### src/common/video_pkg.sv
//////////////////////////////////////////////////
// video engine shared types
// default modeline loaded at reset, fallback colour
//////////////////////////////////////////////////

package video_pkg;

	//////////////////////////////////////////////////
	// widths with a meaning
	//////////////////////////////////////////////////

	typedef logic [23:0] pixel_t;    // rgb, red in upper byte
	typedef logic [15:0] coord_t;    // active size, raster position
	typedef logic [7:0]  porch_t;    // porch / sync width
	typedef logic [7:0]  cediv_t;    // clk_sys cycles per pixel, 0 acts as 1
	typedef logic [23:0] pixcount_t; // pixel count, vram address

	//////////////////////////////////////////////////
	// reset modeline, 256x240 at 1/16 clk_sys
	//////////////////////////////////////////////////

	localparam coord_t DEFAULT_H   = 16'd256;
	localparam porch_t DEFAULT_HFP = 8'd10;
	localparam porch_t DEFAULT_HS  = 8'd24;
	localparam porch_t DEFAULT_HBP = 8'd41;

	localparam coord_t DEFAULT_V   = 16'd240;
	localparam porch_t DEFAULT_VFP = 8'd2;
	localparam porch_t DEFAULT_VS  = 8'd3;
	localparam porch_t DEFAULT_VBP = 8'd16;

	localparam cediv_t DEFAULT_CE_DIV = 8'd16;

	// shown until a whole frame sits in vram
	localparam pixel_t FALLBACK_COLOR = 24'hd19628; // dark yellow

endpackage

### src/vram/blit_writer.sv
//////////////////////////////////////////////////
// pixel stream write path
// sequential vram addresses, frame fill tracking
//////////////////////////////////////////////////

`timescale 1ns/1ns

module blit_writer #(
	parameter int VRAM_DEPTH = 4096
) (
	input  logic                 clk_sys,
	input  logic                 reset,
	input  logic                 mode_apply,
	input  logic                 vblank_start,
	input  video_pkg::coord_t    cur_h,
	input  video_pkg::coord_t    cur_v,
	input  logic                 px_valid,
	input  video_pkg::pixel_t    px_data,
	output logic                 px_ready,
	output logic                 wr_en,
	output video_pkg::pixcount_t wr_addr,
	output video_pkg::pixel_t    wr_data,
	output logic                 frame_full
);
	import video_pkg::*;

	logic [31:0] frame_prod;  // h * v, full width
	pixcount_t   frame_size;  // pixels per frame, capped at vram size
	pixcount_t   wr_count;    // pixels taken this frame
	pixcount_t   base_count;  // count after any restart this cycle
	logic        accept;

	assign frame_prod = 32'(cur_h) * 32'(cur_v);
	assign frame_size = (frame_prod > 32'(VRAM_DEPTH)) ? pixcount_t'(VRAM_DEPTH)
	                                                   : pixcount_t'(frame_prod);

	assign px_ready = (wr_count != frame_size); // back-pressure once full
	assign accept   = px_valid & px_ready;

	// vblank start and mode change both restart at address 0
	assign base_count = (vblank_start || mode_apply) ? 24'd0 : wr_count;

	always_ff @(posedge clk_sys) begin
		if (reset) begin
			wr_count <= 24'd0;
			wr_en    <= 1'b0;
		end else begin
			wr_en    <= accept;
			wr_count <= base_count + pixcount_t'(accept);
		end
	end

	// write payload, no reset
	always_ff @(posedge clk_sys) begin
		if (accept) begin
			wr_addr <= base_count;
			wr_data <= px_data;
		end
	end

	// sticky until the modeline changes
	always_ff @(posedge clk_sys) begin
		if (reset || mode_apply)
			frame_full <= 1'b0;
		else if (wr_count == frame_size)
			frame_full <= 1'b1;
	end

endmodule

### config.mk
export PLATFORM = sky130hd
export DESIGN_NAME = blit_writer
export DESIGN_NICKNAME = d
export VERILOG_FILES = /design/src/common/video_pkg.sv /design/src/vram/blit_writer.sv
export SDC_FILE = /design/constraint.sdc
export NUM_CORES = 1
export LEC_CHECK = 0
export BUFFER_PORTS_ARGS = -buffer_cell sky130_fd_sc_hd__buf_2
export CORE_ASPECT_RATIO = 1.25
export CORE_MARGIN = 2
export CORE_UTILIZATION = 45
export CTS_CLUSTER_DIAMETER = 60
export CTS_CLUSTER_SIZE = 30
export DETAILED_ROUTE_END_ITERATION = 8
export PLACE_DENSITY_LB_ADDON = 0.05
export SYNTH_ARGS = -nofsm -noshare
export SYNTH_HDL_FRONTEND = slang
export SYNTH_SLANG_ARGS = --single-unit
### constraint.sdc
create_clock -name clk_sys -period 28 [get_ports clk_sys]
set_input_delay 5.6 -clock clk_sys [delete_from_list [all_inputs] [get_ports clk_sys]]
set_output_delay 5.6 -clock clk_sys [all_outputs]
set_load 0.03 [all_outputs]
==> summary.md <==
| Metric | Value |
|---|---|
| Yosys top cell area share | 32.5% |
| Total Wirelength | 30900 um |
| Die Area | 0.0279 mm2 |
| Synthesized instance count | 1312 |
| Vias | 9147 |
| R2r endpoint | wr_count[22] |
| I/O Buffers | 111 |
| Slew @ Worst Pin | 0.852 ns |
| Ant diodes | 0 |
| #FFs+latches synth | 74 |
| FMAX | 52.0 MHz |
| Critical path class | in -> out |
| Reg clk slew, reported paths | 0.06 ns |
| Final setup vio count | 0 |
| Max FO, Critical Path | 16 |
| Reg2Reg Launch Point | wr_count[2] |
| CTS tree | built |
| Ys Warns | 0 |
| Clk_lat worst skew | 0.33 ns |
| PostCTS Resize Cnt | 0 |
| FFs w/ async S/R, synth | 0% |
| Top post-synthesis cells by area | fa_1, edfxtp_1, ha_1, inv_1, and2_1 |
| Detailed Route Iter0 Violations | 461 |
| Max H-tree Level | 3 |
| GRT overflow | 0 |
| Post-synthesis cell type count | 63 |
| Tmin final | 19.24 ns |
| Post-DP HPWL | 25400 um |
| Number of synthesized flops with an enable pin | 48 |
| Overall routing resource usage | 22.9% |
| Vias in the first global route | 9276 |
| Crit path launch type | input port |
| Worst Hold Depth | 1 |
| Layout Nets | 1742 |
| Most common cell after layout, fill and taps aside | inv_1 |
| Antenna-violating nets left | 0 |
| Hold buffers post-CTS | 0 |
| Initial Util | 45.8% |
| Post-CTS setup buffer count | 0 |
| Area leader, netlist | fa_1 |
| Layout area overhead | 9.06% |
| Max-cap viol count | 0 |
| Hold Path Sink | frame_full |
| Fin. Hold Viols | 0 |
| Core area | 0.0261 mm2 |
| Fillers | 2600 |
| Final Wtd Congestion | 0.873 |
| Status | finished clean |
| RSZ-0062 raised after global routing | false |
| Post-Route Utilization | 50.0% |
| I/O pin count | 112 |
| Worst R2R Setup Slack | 23.41 ns |
| Syn Nets | 1673 |
| Headroom to the max-slew limit | 41.8% |
| Req. time, crit path | 22.40 ns |
| Most frequent cells in the layout | inv_1, fa_1, nand2_1 |
| Share of cells above drive strength 1 | 9.96% |
| DR vias/cell | 5.30 |
| Worst hold path class | reg -> reg |
| Setup Skew | 0.00682 ns |
| Final period util | 68.7% |
| Clock sink count | 74 |
| Initial antenna violation count | 0 |
| Final count of pins violating max slew | 0 |
| Seq/Total Area, Yosys | 16.4% |
| Routed len/inst | 17.9 um |
| Cell Area, Synth | 0.0120 mm2 |
| Mean post-synth cell area | 9.12 um2 |
| Global-route wire length before repair | 48900 um |
| # DRC | 0 |
| # rows | 66 |
| Max Buffers Root-to-Sink | 2 |
| Data arrival time of the critical path | 13.64 ns |
| DIE WIDTH | 150 um |
| CP endpoint kind | primary output |
| Post-synth top flop | edfxtp_1 |
| DIE HEIGHT | 186 um |
| Largest net degree at the start of global routing | 50 |
| Hold wc startpoint | frame_full |
| Drt first pass iters | 5 |
| Setup TNS | 0 ns |
| Num CTS Buffers | 9 |
| R2R cell count | 22 |
| Root buffer cell | clkbuf_16 |
cells in the mapped netlist (5+ instances only):
master and number:
inv_1 238, or3_1 7, a31oi_1 9, nand2_1 176
dfxtp_1 26, xnor2_1 24, ha_1 106, a2111oi_0 5
mux2i_1 5, o211ai_1 9, nand3_1 19, o21a_1 9
xor2_1 17, o21ai_0 20, a21o_1 10, fa_1 194
nor4_1 5, nor2b_1 5, edfxtp_1 48, and2_1 141
nor3_1 16, a21oi_1 36, and3_1 14, nand4_1 10
nor2_1 48, clkbuf_1 54
per-layer routing:
metal,up-vias,GRT usage (%),routed length [um]
met4,0,9.96,1270
met1,4610,26.7,11800
met5,-,0,0
li1,4288,-,-
met3,53,1.22,884
met2,196,43.3,17000
worst max-delay path, stage by stage:
cell       delay (ns)
buf_2            0.34
nand2_1          0.14
fa_1             0.52
fa_1             0.55
inv_1            0.05
fa_1             0.50
fa_1             0.52
fa_1             0.54
inv_1            0.05
fa_1             0.52
inv_1            0.04
ha_1             0.48
nand4_1          0.21
a2111oi_0        0.77
nor2_1           0.14
xnor2_1          0.16
or4_1            0.50
or4_1            0.54
or2_1            0.36
mux2_4           0.33
a211oi_2         0.41
nand3_1          0.13
buf_2            0.21
cell type report:
type                       count  area (um2)  area share [%]
clock buffer                  11         233            1.78
sequential                    74        1960            15.0
inverter                     238         893            6.85
multi-input combinational    945        8900            68.3
timing repair buffer         113         571            4.37
clock inverter                 5        53.8           0.413
tap                          340         425            3.26
registers in the layout, summed over array words and instances, names as in the netlist:
register and count:
wr_addr 24, wr_en 1, frame_full 1, wr_count 24
wr_data 24
through the flow:
| stage | worst slack (ns) | std cells | cell area, um2 | hold WS, ns |
|---|---|---|---|---|
| floorplan | 9.46 | 1312 | 12000 | 0.475 |
| global placement | 8.83 | 1710 | 12800 | 0.469 |
| detailed placement | 8.76 | 1710 | 12800 | 0.461 |
| CTS | 8.73 | 1726 | 13000 | 0.474 |
| global route | 8.29 | 1726 | 13000 | 0.515 |
| finish | 8.76 | 1726 | 13000 | 0.465 |
logic make-up (layout without fill, tap and decap cells):
group	Yosys count	after routing	share of synthesized area (%)
simple gates	459	459	19.2
compound gates	139	139	8.07
buf+inv	293	367	9.26
flops	74	74	16.4
fa+ha+maj	300	300	43.6
mux	6	6	0.544
xor+xnor	41	41	3.00
worst max-delay path by stage:
stage,start,endpoint,slack (ns),depth (start not counted)
2_1_floorplan,cur_v[15],px_ready,9.46,24
3_3_place_gp,cur_h[3],px_ready,8.83,24
3_5_place_dp,cur_v[9],px_ready,8.76,25
4_1_cts,cur_v[9],px_ready,8.73,25
5_1_grt,cur_h[2],px_ready,8.29,23
6_report,cur_v[14],px_ready,8.76,23
Power is left out: the tool's default activity adds up to more than one toggle a clock period on the data nets, which glitch-free logic cannot reach.
