[config.mk]
export PLATFORM = sky130hd
export DESIGN_NAME = raster_timing
export DESIGN_NICKNAME = d
export VERILOG_FILES = /design/src/common/video_pkg.sv /design/src/raster/raster_timing.sv
export SDC_FILE = /design/constraint.sdc
export NUM_CORES = 1
export LEC_CHECK = 0
export CAP_MARGIN = 20
export CORE_ASPECT_RATIO = 1.4
export CORE_MARGIN = 2
export CORE_UTILIZATION = 47
export DETAILED_ROUTE_END_ITERATION = 6
export DONT_BUFFER_PORTS = 1
export MAX_ROUTING_LAYER = met4
export PLACE_DENSITY_LB_ADDON = 0.08
export RECOVER_POWER = 25
export SYNTH_ARGS = -nofsm -noshare
export SYNTH_HDL_FRONTEND = slang
export SYNTH_SLANG_ARGS = --single-unit
[constraint.sdc]
create_clock -name clk_sys -period 10.5 [get_ports clk_sys]
set_input_delay 1.575 -clock clk_sys [delete_from_list [all_inputs] [get_ports clk_sys]]
set_output_delay 1.575 -clock clk_sys [all_outputs]
set_load 0.05 [all_outputs]
[src/common/video_pkg.sv]
//////////////////////////////////////////////////
// video engine shared types
// default modeline loaded at reset, fallback colour
//////////////////////////////////////////////////

package video_pkg;

	//////////////////////////////////////////////////
	// widths with a meaning
	//////////////////////////////////////////////////

	typedef logic [23:0] pixel_t;    // rgb, red in upper byte
	typedef logic [15:0] coord_t;    // active size, raster position
	typedef logic [7:0]  porch_t;    // porch / sync width
	typedef logic [7:0]  cediv_t;    // clk_sys cycles per pixel, 0 acts as 1
	typedef logic [23:0] pixcount_t; // pixel count, vram address

	//////////////////////////////////////////////////
	// reset modeline, 256x240 at 1/16 clk_sys
	//////////////////////////////////////////////////

	localparam coord_t DEFAULT_H   = 16'd256;
	localparam porch_t DEFAULT_HFP = 8'd10;
	localparam porch_t DEFAULT_HS  = 8'd24;
	localparam porch_t DEFAULT_HBP = 8'd41;

	localparam coord_t DEFAULT_V   = 16'd240;
	localparam porch_t DEFAULT_VFP = 8'd2;
	localparam porch_t DEFAULT_VS  = 8'd3;
	localparam porch_t DEFAULT_VBP = 8'd16;

	localparam cediv_t DEFAULT_CE_DIV = 8'd16;

	// shown until a whole frame sits in vram
	localparam pixel_t FALLBACK_COLOR = 24'hd19628; // dark yellow

endpackage

[src/raster/raster_timing.sv]
//////////////////////////////////////////////////
// raster timing from the active modeline
// pixel enable divider, h/v counters, sync and blank
//////////////////////////////////////////////////

`timescale 1ns/1ns

module raster_timing (
	input  logic              clk_sys,
	input  logic              reset,
	input  logic              mode_apply,
	input  video_pkg::coord_t cur_h,
	input  video_pkg::porch_t cur_hfp,
	input  video_pkg::porch_t cur_hs,
	input  video_pkg::porch_t cur_hbp,
	input  video_pkg::coord_t cur_v,
	input  video_pkg::porch_t cur_vfp,
	input  video_pkg::porch_t cur_vs,
	input  video_pkg::porch_t cur_vbp,
	input  video_pkg::cediv_t cur_ce_div,
	output logic              ce_pix,
	output video_pkg::coord_t hcount,
	output video_pkg::coord_t vcount,
	output logic              active,
	output logic              hsync,
	output logic              vsync,
	output logic              vblank,
	output logic              vblank_start
);
	import video_pkg::*;

	cediv_t ce_cnt;
	cediv_t ce_last;     // last divider count
	coord_t hs_begin;    // first hsync pixel
	coord_t hs_end;      // first pixel after hsync
	coord_t h_last;      // last pixel of a line
	coord_t vs_begin;
	coord_t vs_end;
	coord_t v_last;      // last line of a frame
	logic   vblank_d;    // vblank one cycle ago

	//////////////////////////////////////////////////
	// window edges from the modeline
	//////////////////////////////////////////////////

	assign hs_begin = cur_h + coord_t'(cur_hfp);
	assign hs_end   = hs_begin + coord_t'(cur_hs);
	assign h_last   = hs_end + coord_t'(cur_hbp) - 16'd1;

	assign vs_begin = cur_v + coord_t'(cur_vfp);
	assign vs_end   = vs_begin + coord_t'(cur_vs);
	assign v_last   = vs_end + coord_t'(cur_vbp) - 16'd1;

	//////////////////////////////////////////////////
	// pixel clock enable
	//////////////////////////////////////////////////

	// divider of 0 behaves as 1, enable every cycle
	assign ce_last = (cur_ce_div == 8'd0) ? 8'd0 : cur_ce_div - 8'd1;
	assign ce_pix  = (ce_cnt == 8'd0);

	always_ff @(posedge clk_sys) begin
		if (reset || mode_apply) begin
			ce_cnt <= 8'd0; // enable on the first cycle after restart
		end else if (ce_cnt >= ce_last) begin
			ce_cnt <= 8'd0;
		end else begin
			ce_cnt <= ce_cnt + 8'd1;
		end
	end

	//////////////////////////////////////////////////
	// h/v counters
	//////////////////////////////////////////////////

	always_ff @(posedge clk_sys) begin
		if (reset || mode_apply) begin
			hcount <= 16'd0;
			vcount <= 16'd0;
		end else if (ce_pix) begin
			if (hcount >= h_last) begin // end of line
				hcount <= 16'd0;
				if (vcount >= v_last)
					vcount <= 16'd0; // end of frame
				else
					vcount <= vcount + 16'd1;
			end else begin
				hcount <= hcount + 16'd1;
			end
		end
	end

	// window decode
	assign active = (hcount < cur_h) && (vcount < cur_v);
	assign hsync  = (hcount >= hs_begin) && (hcount < hs_end);
	assign vsync  = (vcount >= vs_begin) && (vcount < vs_end);
	assign vblank = (vcount >= cur_v);

	// single pulse on entry to blanking
	always_ff @(posedge clk_sys) begin
		if (reset)
			vblank_d <= 1'b0;
		else
			vblank_d <= vblank;
	end

	assign vblank_start = vblank & ~vblank_d;

endmodule

==> flow_summary_export.csv, run 1 <==
group,metric,value,unit
detailed_routing,antenna_violating_nets_post_route,0,
floorplanning,floorplan.die.height,163.6,um
power,power_total,1.315,mW
synth,synth_area,8547,sq um
detailed_routing,firstDrtPassIters,5,
clock_network,ctsHoldBuffers,0,
critical_path,cpLargestDelayFamily,"compound AO/OA/AOI/OAI gates",
placed_design,pre_cts_slack,1.807,ns
cells_and_area,multi_input_area,7261,sq um
critical_path,worst-path-max-fanout,16,
sta,report.final.slew_viol_count,0,
critical_path,timing.critical_path.depth,32,
clock_network,post_cts.repair.setup_buffers,0,
critical_path,timing.rr.start,"hcount[0]",
sta,timing.final.setup_violations,0,
synth,yosys-top-cells-area,"ha_1, dfxtp_1, xnor2_1",
sta,slew_headroom,27.96,%
clock_network,cts_made_buffers,5,
floorplanning,rows,58,
cells_and_area,nNetsFinal,1390,
detailed_routing,first_iter_violations,247,
cells_and_area,layout.cell_area.non_filler,9065,sq um
cells_and_area,flow.area_growth_from_synthesis,6.061,%
global_routing,grt_total_ovfl,0,
global_routing,grt_first_pass_wirelength,36870,um
cells_and_area,fraction_of_layout_cells_with_a_size_suffix_above_1,4.288,%
clock_network,tritoncts,"yes",
critical_path,timing.critical_path.mode_cell,"a21oi_1",
cells_and_area,area.sequential,820.8,sq um
critical_path,worstPathRequired,10.68,ns
synth,count_of_cell_types_in_the_netlist,71,
critical_path,timing.critical_path.to_type,"flip-flop",
min_path,min_path_cells,1,
min_path,worstHoldStart,"ce_cnt[0]",
critical_path,worst_ep_arrival_time,8.59,ns
clock_network,cts_resized,0,
global_routing,initial_antenna_violation_count,0,
floorplanning,dieArea,19300,sq um
power,cellPowerDensity,145.1,nW/um^2
critical_path,worst-setup-path-type,"input port to flip-flop",
critical_path,cp-start-kind,"input port",
critical_path,cpMaxStageDelayCell,"or3_1",
sta,timing.final.crit_period,8.408,ns
synth,netlist_instances,1086,
synth,postSynthRegisterBits,41,
detailed_routing,drt_via_density,5.668,
critical_path,worstRegToRegCells,14,
global_routing,track_usage,23.80,%
detailed_routing,dr_total_vias,7573,
placed_design,place_hpwl,18940,um
clock_network,clk_pin_slew_worst_paths,0.06,ns
sta,maxClockFrequency,0.1189,GHz
critical_path,critical_path.startpoint,"cur_h[0]",
detailed_routing,wl_per_cell,16.58,um
sta,rsz0062_at_grt,"false",
clock_network,clk_latency,0.29,ns
floorplanning,coreArea,17920,sq um
placed_design,post_detailed_placement_cell_area,8907,sq um
synth,synth_sequential_area_ratio,9.603,%
sta,setup_ws,2.092,ns
flow_run,timing.max_cap.violations,0,
synth,mappedNetlistNets,1381,
synth,yosys.area.top_type,"ha_1",
synth,ys.flop_type,"dfxtp_1",
clock_network,ctsLongestPathBuffers,2,
power,power_leakage,4.473,nW
synth,async_flop_share,0,%
sta,worst_pin_slew,1.081,ns
critical_path,cpPeakStageDelay,0.50,ns
detailed_routing,totalWireLength,22150,um
synth,yosys_warnings,0,
sta,hold_viol,0,
placed_design,port_buffers,0,
cells_and_area,diodes,0,
synth,synth-edff-count,0,
detailed_routing,post-route-drc-count,0,
sta,totalNegativeSetupSlack,0,ns
sta,timing.clock.skew,0.005435,ns
critical_path,setup.reg_to_reg.worst_slack,6.64,ns
floorplanning,num_io_pins,129,
synth,synth.avg_cell_area,7.870,sq um
cells_and_area,postLayoutCoreUtil,50.57,%
status,run_status,"finished clean",
synth,synth.top_cell.area_share,28.99,%
global_routing,via_count_of_the_first_global_routing_pass,7820,
floorplanning,chipWidth,118.0,um
critical_path,critical_path_buf_inv_count,3,
sta,finalCritPeriodShare,80.08,%
cells_and_area,number_of_fill_cells,1846,
power,ir_worst_vdd,0.00006461,V
floorplanning,floorplan.initialDensity,47.68,%
clock_network,htreeDepth,2,
placed_design,finalWeightedCongestion,0.8931,
clock_network,clock-sinks,41,
global_routing,grt_max_degree,17,
clock_network,clockRootBuffer,"clkbuf_16",
min_path,worstHoldPathType,"flip-flop to flip-flop",
## cell usage after synthesis, types with 7 or more instances
master / count
ha_1: 198
nor4_1: 9
a211oi_1: 10
o21bai_1: 7
a31oi_1: 9
or3_1: 8
nor3_1: 25
nand2_1: 40
a21oi_1: 68
clkbuf_1: 7
inv_1: 116
and3_1: 13
nor2_1: 100
nand4_1: 12
o2111ai_1: 7
nand3_1: 39
o211ai_1: 7
nand2b_1: 25
nor2b_1: 22
o21a_1: 16
xnor2_1: 78
o21ai_0: 39
a21o_1: 51
dfxtp_1: 41
xor2_1: 44
## cells by family (layout without fill, tap and decap cells)
logic type               Yosys count  after routing  synth area share [%]
XOR/XNOR                         126            126                 13.39
AND/OR/NAND/NOR                  321            321                 19.06
adder cells (fa/ha/maj)          211            211                 31.27
AO/OA/AOI/OAI                    257            257                 20.66
multiplexers                       3              3                0.3514
flip-flops                        41             41                 9.603
buffers and inverters            127            137                 5.665
## per-stage QoR
| step | std cells | hold slack, ns |
|---|---|---|
| floorplan | 1086 | 0.4492 |
| global placement | 1328 | 0.4786 |
| detailed placement | 1328 | 0.4796 |
| CTS | 1336 | 0.4932 |
| global route | 1336 | 0.5285 |
| finish | 1336 | 0.4889 |
## layout make-up
class	count	share of cell area, %
multi-input cells	918	80.10
well taps	240	3.313
clock buffers	7	1.574
inverters	119	4.928
repair buffers	10	0.7039
flip-flops and latches	41	9.055
clock inverters	1	0.3313
## report_power, final
group          leakage (nW)  internal (mW)  switching (mW)  total, mW
clock                0.0841          0.119          0.0625      0.181
sequential            0.331          0.156         0.00355      0.160
combinational          4.06          0.436           0.538      0.974
## state kept, by name, indices dropped and copies added (netlist names)
name / cells
ce_cnt: 8
hcount: 16
vblank_d: 1
vcount: 16
## worst reg2reg max path, delay by kind of cell (launching register included)
| kind | cells | cell delay (ns) |
|---|---|---|
| fa+ha+maj | 1 | 0.32 |
| compound gates | 7 | 1.33 |
| simple gates | 4 | 0.97 |
| flops | 1 | 0.81 |
| buf+inv | 2 | 0.37 |
## final timing paths
path,end
hold reg to reg,ce_cnt[0]
setup reg to reg,vcount[4]
hold / removal,ce_cnt[0]
setup / recovery,vcount[4]
## placed cells by master (no fill, tap or decap), types with 10 or more instances in the layout
cell and count:
o21a_1 16, a21oi_1 68, xor2_1 44, nand3_1 39, nand4_1 12, a211oi_1 10
and3_1 13, nand2b_1 25, nor2_1 100, xnor2_1 78, nor3_1 25, nor2b_1 22
ha_1 198, nand2_1 40, a21o_1 51, o21ai_0 39, inv_1 116, dfxtp_1 41
## per-layer routing
layer	vias to the layer above	GRT usage [%]	wire [um]
met3	25	2.200	632
met5	-	-	0
met2	115	48.52	12250
met4	0	5.641	376
met1	3539	24.12	8889
li1	3894	-	-
Note: power is estimated with default switching activity, not from simulation.
==> inputs of run 2 (changes only) <==
- clock period: 10.5 -> 7.4 ns (I/O delays scaled with it)
==> flow_summary_export.csv, run 2 (same netlist as run 1, synthesis figures left out) <==
group,metric,value,unit
status,run_status,"finished clean",
clock_network,ctsLongestPathBuffers,2,
power,cellPowerDensity,211.5,nW/um^2
clock_network,tritoncts,"yes",
detailed_routing,antenna_violating_nets_post_route,0,
clock_network,cts_made_buffers,5,
detailed_routing,wl_per_cell,16.40,um
placed_design,post_detailed_placement_cell_area,9116,sq um
cells_and_area,multi_input_area,7380,sq um
cells_and_area,area.sequential,820.8,sq um
cells_and_area,postLayoutCoreUtil,52.32,%
sta,report.final.slew_viol_count,0,
placed_design,finalWeightedCongestion,0.9319,
power,ir_worst_vdd,0.00008653,V
cells_and_area,fraction_of_layout_cells_with_a_size_suffix_above_1,7.939,%
floorplanning,floorplan.die.height,163.6,um
sta,maxClockFrequency,0.1432,GHz
placed_design,place_hpwl,19250,um
sta,worst_pin_slew,1.252,ns
global_routing,grt_max_degree,17,
clock_network,clock-sinks,41,
cells_and_area,layout_commonest_cell,"ha_1",
detailed_routing,totalWireLength,22310,um
detailed_routing,first_iter_violations,291,
power,power_leakage,4.631,nW
floorplanning,rows,58,
cells_and_area,most-common-layout-cells,"ha_1, inv_1, nor2_1",
sta,finalCritPeriodShare,94.39,%
sta,timing.clock.skew,0.007277,ns
global_routing,grt_total_ovfl,0,
critical_path,worst-setup-path-type,"input port to flip-flop",
clock_network,clockRootBuffer,"clkbuf_16",
detailed_routing,post-route-drc-count,0,
detailed_routing,drt_via_density,5.639,
cells_and_area,number_of_fill_cells,1832,
global_routing,grt_first_pass_wirelength,37230,um
clock_network,clk_latency,0.29,ns
cells_and_area,nNetsFinal,1415,
cells_and_area,flow.area_growth_from_synthesis,9.735,%
critical_path,cp-start-kind,"input port",
sta,timing.final.crit_period,6.985,ns
sta,timing.final.setup_violations,0,
global_routing,initial_antenna_violation_count,0,
cells_and_area,largest_registers,"hcount: 16 flops, vcount: 16 flops, ce_cnt: 8 flops",
sta,hold_viol,0,
sta,slew_headroom,16.52,%
clock_network,clk_pin_slew_worst_paths,0.06,ns
placed_design,dp.cells,1352,
cells_and_area,layout.cell_area.non_filler,9379,sq um
floorplanning,floorplan.initialDensity,47.68,%
global_routing,track_usage,24.03,%
critical_path,timing.critical_path.to_type,"flip-flop",
detailed_routing,dr_total_vias,7675,
placed_design,port_buffers,0,
min_path,worstHoldPathType,"flip-flop to flip-flop",
flow_run,timing.max_cap.violations,0,
critical_path,worst-path-max-fanout,9,
floorplanning,chipWidth,118.0,um
floorplanning,dieArea,19300,sq um
critical_path,worstPathRequired,7.57,ns
floorplanning,num_io_pins,129,
critical_path,worst_ep_arrival_time,7.16,ns
floorplanning,coreArea,17920,sq um
cells_and_area,diodes,0,
clock_network,htreeDepth,2,
detailed_routing,firstDrtPassIters,4,
global_routing,via_count_of_the_first_global_routing_pass,7893,
cells_and_area,final_cells,1361,
run 2: final cells by class:
type	count	share of cell area (%)
multi-input combinational	918	78.68
clock inverter	2	0.4136
timing repair buffer	35	2.815
tap	240	3.202
clock buffer	6	1.374
sequential	41	8.751
inverter	119	4.763
run 2: metal layers:
metal | GRT usage [%] | part of all wire (%) | vias up
met5 | - | 0 | -
met4 | 8.981 | 3.2 | 0
met3 | 2.514 | 3.4 | 44
met2 | 47.17 | 54 | 158
met1 | 24.34 | 39 | 3520
li1 | - | - | 3953
run 2: timing repair:
action                     4_1_cts  5_1_grt
setup buffers                    0        1
setup endpoints to repair        0       31
resized for setup                0       17
hold buffers                     0        0
run 2: power breakdown:
group,internal (mW),total (mW),switching [mW]
Combinational,0.703,1.51,0.809
Clock,0.160,0.245,0.0858
Sequential,0.222,0.227,0.00513
Total,1.08,1.98,0.900
run 2: metrics by stage:
stage / total power, mW / setup TNS [ns] / setup WS [ns] / hold slack, ns
2_1_floorplan: 1.358 / 0 / 0.05914 / 0.4492
3_3_place_gp: 1.702 / 0 / 0.08044 / 0.4793
3_5_place_dp: 1.713 / -0.04926 / -0.01939 / 0.4789
4_1_cts: 1.966 / 0 / 0.2252 / 0.4926
5_1_grt: 2.205 / -0.0002300 / -0.0002300 / 0.5227
6_report: 1.984 / 0 / 0.4155 / 0.4923
run 2: final timing paths:
path           endpoint      start  slack [ns]  depth (start not counted)
max           vcount[9]   cur_h[0]        0.42                         28
min           ce_cnt[0]  ce_cnt[0]        0.49                          1
max reg2reg  vcount[10]  hcount[0]        3.92                         14
min reg2reg   ce_cnt[0]  ce_cnt[0]        0.49                          1
run 2: critical path: stages:
cell      delay (ns)
ha_1            0.23
fa_2            0.55
inv_1           0.07
fa_1            0.49
ha_1            0.29
inv_1           0.04
ha_1            0.21
fa_1            0.40
a21o_1          0.18
a21oi_2         0.17
nor2b_1         0.06
o21a_1          0.22
o41ai_4         0.43
o31ai_1         0.13
and3_1          0.19
o32ai_2         0.30
o21ai_0         0.11
a21oi_1         0.18
xnor2_1         0.09
ha_1            0.30
nand4_1         0.11
nor4_1          0.29
a21oi_1         0.15
nand2b_2        0.26
buf_4           0.19
nor3_2          0.20
xnor2_1         0.15
nor2_1          0.06
