$ cat src/common/video_pkg.sv
//////////////////////////////////////////////////
// video engine shared types
// default modeline loaded at reset, fallback colour
//////////////////////////////////////////////////

package video_pkg;

	//////////////////////////////////////////////////
	// widths with a meaning
	//////////////////////////////////////////////////

	typedef logic [23:0] pixel_t;    // rgb, red in upper byte
	typedef logic [15:0] coord_t;    // active size, raster position
	typedef logic [7:0]  porch_t;    // porch / sync width
	typedef logic [7:0]  cediv_t;    // clk_sys cycles per pixel, 0 acts as 1
	typedef logic [23:0] pixcount_t; // pixel count, vram address

	//////////////////////////////////////////////////
	// reset modeline, 256x240 at 1/16 clk_sys
	//////////////////////////////////////////////////

	localparam coord_t DEFAULT_H   = 16'd256;
	localparam porch_t DEFAULT_HFP = 8'd10;
	localparam porch_t DEFAULT_HS  = 8'd24;
	localparam porch_t DEFAULT_HBP = 8'd41;

	localparam coord_t DEFAULT_V   = 16'd240;
	localparam porch_t DEFAULT_VFP = 8'd2;
	localparam porch_t DEFAULT_VS  = 8'd3;
	localparam porch_t DEFAULT_VBP = 8'd16;

	localparam cediv_t DEFAULT_CE_DIV = 8'd16;

	// shown until a whole frame sits in vram
	localparam pixel_t FALLBACK_COLOR = 24'hd19628; // dark yellow

endpackage

$ cat src/hdl/mode_latch.sv
//////////////////////////////////////////////////
// modeline holding register
// takes a new modeline only in vblank, then pulses apply
//////////////////////////////////////////////////

`timescale 1ns/1ns

module mode_latch (
	input  logic                clk_sys,
	input  logic                reset,
	input  logic                vblank,
	// host modeline port
	input  logic                mode_valid,
	output logic                mode_ready,
	input  video_pkg::coord_t   mode_h,
	input  video_pkg::porch_t   mode_hfp,
	input  video_pkg::porch_t   mode_hs,
	input  video_pkg::porch_t   mode_hbp,
	input  video_pkg::coord_t   mode_v,
	input  video_pkg::porch_t   mode_vfp,
	input  video_pkg::porch_t   mode_vs,
	input  video_pkg::porch_t   mode_vbp,
	input  video_pkg::cediv_t   mode_ce_div,
	// active modeline
	output video_pkg::coord_t   cur_h,
	output video_pkg::porch_t   cur_hfp,
	output video_pkg::porch_t   cur_hs,
	output video_pkg::porch_t   cur_hbp,
	output video_pkg::coord_t   cur_v,
	output video_pkg::porch_t   cur_vfp,
	output video_pkg::porch_t   cur_vs,
	output video_pkg::porch_t   cur_vbp,
	output video_pkg::cediv_t   cur_ce_div,
	output logic                mode_apply // restart pulse for the other blocks
);
	import video_pkg::*;

	logic take; // handshake this cycle

	// only open in vblank so a visible line is never cut
	assign mode_ready = vblank;
	assign take       = mode_valid & mode_ready;

	always_ff @(posedge clk_sys) begin
		if (reset) begin
			cur_h      <= DEFAULT_H;
			cur_hfp    <= DEFAULT_HFP;
			cur_hs     <= DEFAULT_HS;
			cur_hbp    <= DEFAULT_HBP;
			cur_v      <= DEFAULT_V;
			cur_vfp    <= DEFAULT_VFP;
			cur_vs     <= DEFAULT_VS;
			cur_vbp    <= DEFAULT_VBP;
			cur_ce_div <= DEFAULT_CE_DIV;
			mode_apply <= 1'b0;
		end else begin
			mode_apply <= take; // one cycle after capture
			if (take) begin
				cur_h      <= mode_h;
				cur_hfp    <= mode_hfp;
				cur_hs     <= mode_hs;
				cur_hbp    <= mode_hbp;
				cur_v      <= mode_v;
				cur_vfp    <= mode_vfp;
				cur_vs     <= mode_vs;
				cur_vbp    <= mode_vbp;
				cur_ce_div <= mode_ce_div;
			end
		end
	end

endmodule

$ cat config.mk
export PLATFORM = sky130hd
export DESIGN_NAME = mode_latch
export DESIGN_NICKNAME = d
export VERILOG_FILES = /design/src/common/video_pkg.sv /design/src/hdl/mode_latch.sv
export SDC_FILE = /design/constraint.sdc
export NUM_CORES = 1
export LEC_CHECK = 0
export BUFFER_PORTS_ARGS = -buffer_cell sky130_fd_sc_hd__buf_2
export CORE_MARGIN = 3
export CORE_UTILIZATION = 50
export DETAILED_ROUTE_END_ITERATION = 16
export GPL_TIMING_DRIVEN = 0
export PLACE_DENSITY = 0.84
export SYNTH_ARGS = -nofsm -noshare
export SYNTH_HDL_FRONTEND = slang
export SYNTH_SLANG_ARGS = --single-unit
$ cat constraint.sdc
create_clock -name clk_sys -period 1.9 [get_ports clk_sys]
set_clock_uncertainty 0.05 [all_clocks]
set_input_delay 0.475 -clock clk_sys [delete_from_list [all_inputs] [get_ports clk_sys]]
set_output_delay 0.475 -clock clk_sys [all_outputs]
set_load 0.05 [all_outputs]
==> metrics.cfg, run 1 <==
[cts]
ctsResizeCount = 0
cts_hold_buf = 0
cts-htree-levels = 3
clk_pin_slew_ns = 0.09
cts_tree = built
insertion_delay_ns = 0.33
cts_setup_buffers = 0
cts.path.max_buffers = 2
clock-root-buffer = clkbuf_8
numCtsBuffers = 9
cts_sinks = 89

[worst_setup_path]
required_ns = 1.37
arrival_ns = 0.97
rr_startpoint = cur_vbp[1]
worst-path-buf-inv = 1
crit_fanout = 2
worstSetupStartpoint = cur_h[9]
endpoint_kind = primary output
reg2regPathDepth = 2
critical_path.top_delay_family = flip-flops
crit_cells = 1
crit_path_start_kind = register
crit_chain = buf_2
r2r_end = cur_vbp[1]
critical_path.max_stage_delay_ns = 0.36
crit_slowest_cell = dfxtp_1
r2r_slack_ns = 1.06
crit_type = register to primary output

[die]
rows = 31
die_area_um2 = 8920
die_x_um = 94.4
initial_core_util_pct = 52.8
coreArea_um2 = 7410
die_h_um = 94.4
ios = 182

[cells_and_area]
antenna_cells = 0
drive_gt1_share_pct = 49.9
fin_nets = 667
syn2layout_area_growth_pct = 31.3
ff_latch_area_um2 = 1780
multi_input_area_um2 = 1830
final_area_um2 = 5140
n_fill_cell = 633

[timing]
setup_viol = 0
setup_ws_ns = 0.405
max_freq_mhz = 669
holdWs_ns = 0.326
tns_ns = 0
tightest_slew_ns = 0.690
fin_crit_sh_pct = 78.7
rsz0062_at_grt = no
finalMaxSlewViolations = 0
maxSlewHeadroom_pct = 54.0
fin_crit_ns = 1.49
hold_viol = 0

[synth]
synth.distinct_cells = 14
syn_area_per_cell_um2 = 10.1
syn-num-nets = 478
synth-edff-count = 0
async_flop_share_pct = 0
synthTopCellsByArea = dfxtp_1 46%, a21bo_1 13%, nand3_1 9.1%
yosysWarningCount = 0
synth-seq-area-share_pct = 45.6
synth_area_um2 = 3910
synth_commonest_cells = 89 x dfxtp_1, 71 x nand3_1, 49 x a21bo_1
synth_most_common_cell = dfxtp_1
ys_seq_elements = 89
synth_top_cell_by_area = dfxtp_1
synthFlopType = dfxtp_1
synth_top_area_share_pct = 45.6
netlist_instances = 386

[power]
ir_worst_vdd_mv = 0.623
finalPower_mw = 4.33
power_density_nw_per_um2 = 843
p_leak_nw = 2.40

[global_route]
grt_max_degree = 14
track_usage_pct = 23.8
antenna_found_initial = 0
overflow = 0
grt_pass1_vias = 3639
grt_pass1_wl_mm = 17.1

[route]
vias = 3667
wl_mm = 10.9
antenna_left = 0
drc_errors = 0
post_drt_wl_per_cell_um = 16.0
drtIter0Drc = 149
dr.pass1.iters = 4
viasPerCell = 5.41

[min_path]
min_from = mode_vfp[0]
holdPathEnd = cur_vfp[0]
hold_path.class = primary input to register
min_delay_path_depth = 3

[place]
io_buffers = 178
hpwl_mm = 7.96
gp_congestion = 0.801
place_area_um2 = 4930
pre_cts_slack_ns = 0.380

[outcome]
status = complete, no violations

[job]
max_cap_violations = 0

==> registers in the layout, summed over array words and instances, names as in the netlist <==
| signal | cells |
|---|---|
| cur_hs | 8 |
| cur_hfp | 8 |
| cur_v | 16 |
| mode_apply | 1 |
| cur_vbp | 8 |
| cur_h | 16 |
| cur_ce_div | 8 |
| cur_hbp | 8 |
| cur_vfp | 8 |
| cur_vs | 8 |
==> layer usage <==
metal	share of wire, %	track usage (%)	up-vias
li1	-	-	1770
met1	43	29.2	1756
met2	49	41.0	128
met3	7.1	5.98	13
met4	1.3	7.10	0
met5	0	0	-
==> layout by cell type (no fill, tap or decap), drive strengths merged <==
cell type | Yosys | final
dfxtp | 89 | 89
nor2 | 1 | 1
clkinv | 0 | 1
bufinv | 0 | 2
a21oi | 71 | 71
and3 | 17 | 17
a211o | 17 | 17
a21bo | 71 | 71
nand2 | 1 | 1
buf | 36 | 214
nand3 | 71 | 71
clkbuf | 12 | 24
==> power by group <==
part	internal, mW	leakage, nW	switching, mW
clock network	0.770	0.106	0.632
logic	0.299	1.56	0.622
registers	1.96	0.730	0.0464
total	3.03	2.40	1.30
==> through the flow <==
stage / utilization (%) / instances
after global placement: 66.5 / 663
final: 69.3 / 678
after floorplan: - / 386
after CTS: 69.3 / 678
after global routing: 69.3 / 678
after detailed placement: 66.5 / 663
==> cell families after synthesis <==
logic type,count (synthesis),synth area share (%)
compound gates,159,34.8
buf+inv,48,7.58
flops,89,45.6
simple gates,90,12.1
==> cell type report <==
type,count,share of cell area (%)
Multi-Input combinational cell,249,35.7
Sequential cell,89,34.7
Timing Repair Buffer,178,17.3
Buffer,48,5.77
Clock buffer,12,2.83
Tap cell,99,2.41
Clock inverter,3,1.27
==> how the worst max path moves through the flow <==
stage	slack, ns	end
3_3_place_gp	0.40	cur_h[1]
6_report	0.41	cur_h[9]
4_1_cts	0.39	cur_h[9]
2_1_floorplan	0.59	cur_h[8]
5_1_grt	0.35	cur_v[6]
3_5_place_dp	0.38	cur_hfp[4]
(Power assumes the default switching activity.)
==> run 2, diff against run 1 <==
--- a/config.mk
+++ b/config.mk
@@ -5,12 +5,13 @@
 export SDC_FILE = /design/constraint.sdc
 export NUM_CORES = 1
 export LEC_CHECK = 0
+export ABC_AREA = 1
 export BUFFER_PORTS_ARGS = -buffer_cell sky130_fd_sc_hd__buf_2
 export CORE_MARGIN = 3
-export CORE_UTILIZATION = 50
+export CORE_UTILIZATION = 41
 export DETAILED_ROUTE_END_ITERATION = 16
 export GPL_TIMING_DRIVEN = 0
-export PLACE_DENSITY = 0.84
+export PLACE_DENSITY = 0.75
 export SYNTH_ARGS = -nofsm -noshare
 export SYNTH_HDL_FRONTEND = slang
 export SYNTH_SLANG_ARGS = --single-unit
==> constraint.sdc (replaced) <==
create_clock -name clk_sys -period 1.35 [get_ports clk_sys]
set_clock_uncertainty 0.05 [all_clocks]
set_input_delay 0.3375 -clock clk_sys [delete_from_list [all_inputs] [get_ports clk_sys]]
set_output_delay 0.3375 -clock clk_sys [all_outputs]
set_load 0.05 [all_outputs]
==> run 2 against run 1 <==
Critical path type unchanged. Worst hold slack lost 0.21 ns. Die area grew 10%. Count of clock-buffer cells in the layout unchanged. Largest cell class is now registers.
==> metrics.cfg, run 2 <==
[outcome]
status = complete, no violations

[cells_and_area]
largestRegisters = cur_h (16), cur_v (16)
drive_gt1_share_pct = 30.0
fin_nets = 811
final_util_pct = 60.2
antenna_cells = 0
syn2layout_area_growth_pct = 41.2
final_common_cell = nand2_1
most-common-layout-cells = 159 x nand2_1, 143 x nor2_1, 98 x buf_2

[cts]
clk_pin_slew_ns = 0.09
cts.path.max_buffers = 2
cts_hold_buf = 0
clock-root-buffer = clkbuf_8
cts_setup_buffers = 0
insertion_delay_ns = 0.35
cts-htree-levels = 3
numCtsBuffers = 9
ctsResizeCount = 74
cts_tree = built
cts_sinks = 89

[route]
dr.pass1.iters = 4
post_drt_wl_per_cell_um = 11.7
viasPerCell = 4.40
antenna_left = 0
drc_errors = 0
drtIter0Drc = 118
wl_mm = 9.67
vias = 3648

[synth]
synthTopCellsByArea = dfxtp_1 50%, nand2_1 17%, nor2_1 15%
synthSimpleGateAreaFrac_pct = 37.0
syn_area_per_cell_um2 = 6.72
synth_area_um2 = 3560
synth-compound-area-share_pct = 0
synthMuxAreaShare_pct = 0
synth.distinct_cells = 11
yosysWarningCount = 0
synth-seq-area-share_pct = 50.1
synthAdderAreaFrac_pct = 0
synth_most_common_cell = nand2_1
synthFlopType = dfxtp_1
synth_top_family_by_area = simple AND/OR/NAND/NOR gates
syn-num-nets = 621
synth-edff-count = 0
synth_top_area_share_pct = 50.1
ys_seq_elements = 89
async_flop_share_pct = 0
synth_xor_area_share_pct = 0
netlist_instances = 529
synth_commonest_cells = 159 x nand2_1, 143 x nor2_1, 89 x dfxtp_1
synth_top_cell_by_area = dfxtp_1

[worst_setup_path]
critical_path.top_delay_family = flip-flops
worst-path-buf-inv = 1
critical_path.max_stage_delay_ns = 0.35
crit_path_start_kind = register
r2r_slack_ns = 0.61
crit_slowest_cell = dfxtp_1
r2r_end = cur_vs[5]
crit_fanout = 2
reg2regPathDepth = 4
crit_cells = 1
crit_type = register to primary output
required_ns = 0.96
arrival_ns = 0.93
crit_chain = clkbuf_4
endpoint_kind = primary output
rr_startpoint = cur_vs[5]

[job]
max_cap_violations = 0

[timing]
setup_ws_ns = 0.0311
max_freq_mhz = 758
hold_viol = 0
fin_crit_ns = 1.32
tightest_slew_ns = 0.434
fin_crit_sh_pct = 97.7
maxSlewHeadroom_pct = 71.1
rsz0062_at_grt = no
tns_ns = 0
finalMaxSlewViolations = 0
setup_viol = 0

[power]
power_density_nw_per_um2 = 1260
p_leak_nw = 2.86
ir_worst_vdd_mv = 0.627
finalPower_mw = 6.32

[place]
pre_cts_slack_ns = -0.154
io_buffers = 179
gp_congestion = 0.811
hpwl_mm = 7.15

[global_route]
grt_pass1_vias = 3484
grt_pass1_wl_mm = 15.6
grt_max_degree = 15
antenna_found_initial = 0
track_usage_pct = 19.3
overflow = 0

[die]
initial_core_util_pct = 42.6
die_x_um = 99.1
die_area_um2 = 9830
coreArea_um2 = 8340
ios = 182
die_h_um = 99.1
rows = 33

[min_path]
min_delay_path_depth = 2
min_from = reset
hold_path.class = primary input to register
holdPathEnd = mode_apply

==> run 2: changes by cell type after synthesis, sizes merged <==
| cell | before | now |
|---|---|---|
| and3 | 17 | 0 |
| nand2 | 1 | 160 |
| nand3 | 71 | 34 |
| nor2 | 1 | 143 |
| clkbuf | 12 | 9 |
| a21oi | 71 | 0 |
| a211o | 17 | 0 |
| inv | 0 | 72 |
| buf | 36 | 22 |
| a21bo | 71 | 0 |
==> run 2: how the worst max path moves through the flow <==
stage,start,endpoint,slack [ns]
2_1_floorplan,mode_valid,cur_h[8],0.23
6_report,cur_hbp[6],cur_hbp[6],0.03
3_5_place_dp,reset,cur_hfp[1],-0.15
3_3_place_gp,reset,cur_hs[4],-0.13
5_1_grt,cur_hbp[6],cur_hbp[6],0.0003
4_1_cts,cur_hbp[4],cur_hbp[4],0.0005
==> run 2: logic make-up after synthesis <==
family	count (synthesis)
DFF	89
and+or+nand+nor	337
buffers and inverters	103
==> run 2: through the flow <==
stage	hold WS [ns]	cell area [um2]	instances
CTS	0.101	4970	829
finish	0.120	5020	829
global placement	0.386	4580	813
floorplan	0.360	3560	529
global route	0.111	5020	829
detailed placement	0.390	4580	813
==> run 2: cell type report <==
| type | instances | area, um2 |
|---|---|---|
| Clock buffer | 12 | 145 |
| Timing Repair Buffer | 179 | 1140 |
| Inverter | 72 | 270 |
| Multi-Input combinational cell | 337 | 1320 |
| Tap cell | 105 | 131 |
| Sequential cell | 89 | 1780 |
| Fill cell | 786 | 3320 |
| Buffer | 31 | 190 |
| Clock inverter | 4 | 52.6 |
==> run 2: report_power, final <==
part	leakage, nW	switching [mW]	internal, mW
Combinational	2.04	1.06	0.501
Clock	0.0888	0.944	0.909
Sequential	0.736	0.0957	2.80
Total	2.86	2.10	4.21
==> run 2: layer usage <==
metal | track usage (%) | vias up | wire length, um
met1 | 22.3 | 1599 | 3950
met3 | 5.12 | 25 | 653
li1 | - | 1910 | -
met2 | 33.3 | 114 | 4770
met5 | 0 | - | 0
met4 | 9.03 | 0 | 295
==> run 3, diff against run 2 <==
--- a/config.mk
+++ b/config.mk
@@ -5,10 +5,9 @@
 export SDC_FILE = /design/constraint.sdc
 export NUM_CORES = 1
 export LEC_CHECK = 0
-export ABC_AREA = 1
 export BUFFER_PORTS_ARGS = -buffer_cell sky130_fd_sc_hd__buf_2
 export CORE_MARGIN = 3
-export CORE_UTILIZATION = 41
+export CORE_UTILIZATION = 42
 export DETAILED_ROUTE_END_ITERATION = 16
 export GPL_TIMING_DRIVEN = 0
 export PLACE_DENSITY = 0.75
==> run 3 against run 2 <==
Fmax fell by 1.5%. Global-route usage rose by 0.85 points. Final cell count fell by 17%. Utilization barely moved. First-iteration DRC count fell by 25%. Wire length rose by 14%. Critical path type unchanged. Critical endpoint is now cur_vfp[2]. Largest cell class is now multi-input gates. Largest power group unchanged. Highest routed layer unchanged.
==> metrics.cfg, run 3 (synthesis results as in run 1) <==
[cells_and_area]
fin_nets = 667
drive_gt1_share_pct = 50.2
most-common-layout-cells = 116 x buf_2, 89 x dfxtp_1, 71 x nand3_1
syn2layout_area_growth_pct = 36.9
antenna_cells = 0
ff_latch_area_um2 = 1780
largestRegisters = cur_h (16), cur_v (16)
final_util_pct = 60.2
final_common_cell = buf_2
n_fill_cell = 772
multi_input_area_um2 = 1830

[cts]
numCtsBuffers = 9
insertion_delay_ns = 0.33
cts_hold_buf = 0
cts.path.max_buffers = 2
cts_setup_buffers = 0
cts_sinks = 89
clk_pin_slew_ns = 0.09
cts_tree = built
ctsResizeCount = 50
cts-htree-levels = 3
clock-root-buffer = clkbuf_8

[worst_setup_path]
critical_path.max_stage_delay_ns = 0.35
r2r_slack_ns = 0.50
crit_type = register to primary output
endpoint_kind = primary output
crit_fanout = 2
r2r_end = cur_vbp[7]
rr_startpoint = cur_vbp[7]
arrival_ns = 0.95
reg2regPathDepth = 2
required_ns = 0.96
crit_slowest_cell = dfxtp_1
worst-path-buf-inv = 1
critical_path.top_delay_family = flip-flops
crit_chain = buf_2
crit_path_start_kind = register

[min_path]
min_from = mode_vs[6]
holdPathEnd = cur_vs[6]
min_delay_path_depth = 3
hold_path.class = primary input to register

[die]
die_area_um2 = 10500
rows = 34
die_x_um = 103
initial_core_util_pct = 44.0
coreArea_um2 = 8890
die_h_um = 103
ios = 182

[timing]
hold_viol = 0
holdWs_ns = 0.180
finalMaxSlewViolations = 0
maxSlewHeadroom_pct = 53.4
fin_crit_sh_pct = 99.2
setup_viol = 0
tns_ns = 0
rsz0062_at_grt = no
fin_crit_ns = 1.34
tightest_slew_ns = 0.700
max_freq_mhz = 747

[power]
power_density_nw_per_um2 = 1140
p_leak_nw = 2.41
ir_worst_vdd_mv = 0.579
finalPower_mw = 6.08

[place]
io_buffers = 178
hpwl_mm = 7.98
gp_congestion = 0.787

[route]
vias = 3611
drc_errors = 0
drtIter0Drc = 89
antenna_left = 0
wl_mm = 11.0
viasPerCell = 5.25
dr.pass1.iters = 4
post_drt_wl_per_cell_um = 16.0

[global_route]
grt_pass1_vias = 3618
grt_max_degree = 15
track_usage_pct = 20.2
antenna_found_initial = 0
grt_pass1_wl_mm = 17.0
overflow = 0

[outcome]
status = complete, no violations

[job]
max_cap_violations = 0

-- run 3: changes by cell type in the layout (fill, tap and decap cells not counted), moves of 17 or more --
cell / previous run / this run
buf_2: 98 / 116
and3_1: 0 / 17
inv_1: 71 / 0
a211o_1: 0 / 17
a21bo_1: 0 / 49
clkbuf_4: 13 / 30
nand2_1: 159 / 0
buf_4: 82 / 58
a21oi_2: 0 / 39
a21oi_1: 0 / 32
nor2_1: 143 / 1
a21bo_2: 0 / 22
nand3_1: 34 / 71
-- run 3: final cells by class --
cell class | count | share of cell area (%)
plain buffers | 48 | 5.54
clock buffers | 12 | 2.90
clock inverters | 4 | 0.958
multi-input cells | 249 | 34.2
flip-flops and latches | 89 | 33.3
well taps | 108 | 2.52
repair buffers | 178 | 20.6
-- run 3: per-stage QoR --
step / worst slack, ns / area, um2 / cells
4_1_cts: 0.000247 / 5270 / 688
2_1_floorplan: 0.177 / 3910 / 386
3_3_place_gp: -0.0495 / 4940 / 672
5_1_grt: 0.000165 / 5360 / 688
6_report: 0.0112 / 5360 / 688
3_5_place_dp: -0.0477 / 4940 / 672
-- run 3: metal layers --
layer / GRT usage, % / wire length, um / share of wire [%] / vias up
li1: - / - / - / 1772
met1: 25.6 / 4780 / 43 / 1685
met2: 32.9 / 5160 / 47 / 135
met3: 5.41 / 865 / 7.8 / 19
met4: 7.47 / 225 / 2.0 / 0
met5: 0 / 0 / 0 / -
-- run 3: how the worst max path moves through the flow --
stage               start  cells past startpoint          to  slack [ns]
2_1_floorplan  mode_valid                      4    cur_h[8]        0.18
3_3_place_gp        reset                      4  cur_hfp[4]       -0.05
3_5_place_dp        reset                      4  cur_hfp[6]       -0.05
4_1_cts        cur_hfp[0]                      1  cur_hfp[0]      0.0002
5_1_grt        cur_vfp[2]                      1  cur_vfp[2]      0.0002
6_report       cur_vfp[2]                      1  cur_vfp[2]        0.01
-- run 3: report_power, final --
group / internal [mW] / total (mW) / switching [mW] / leakage, nW
Clock: 0.959 / 1.90 / 0.936 / 0.103
Combinational: 0.488 / 1.36 / 0.875 / 1.57
Sequential: 2.76 / 2.83 / 0.0703 / 0.730
Total: 4.20 / 6.08 / 1.88 / 2.41
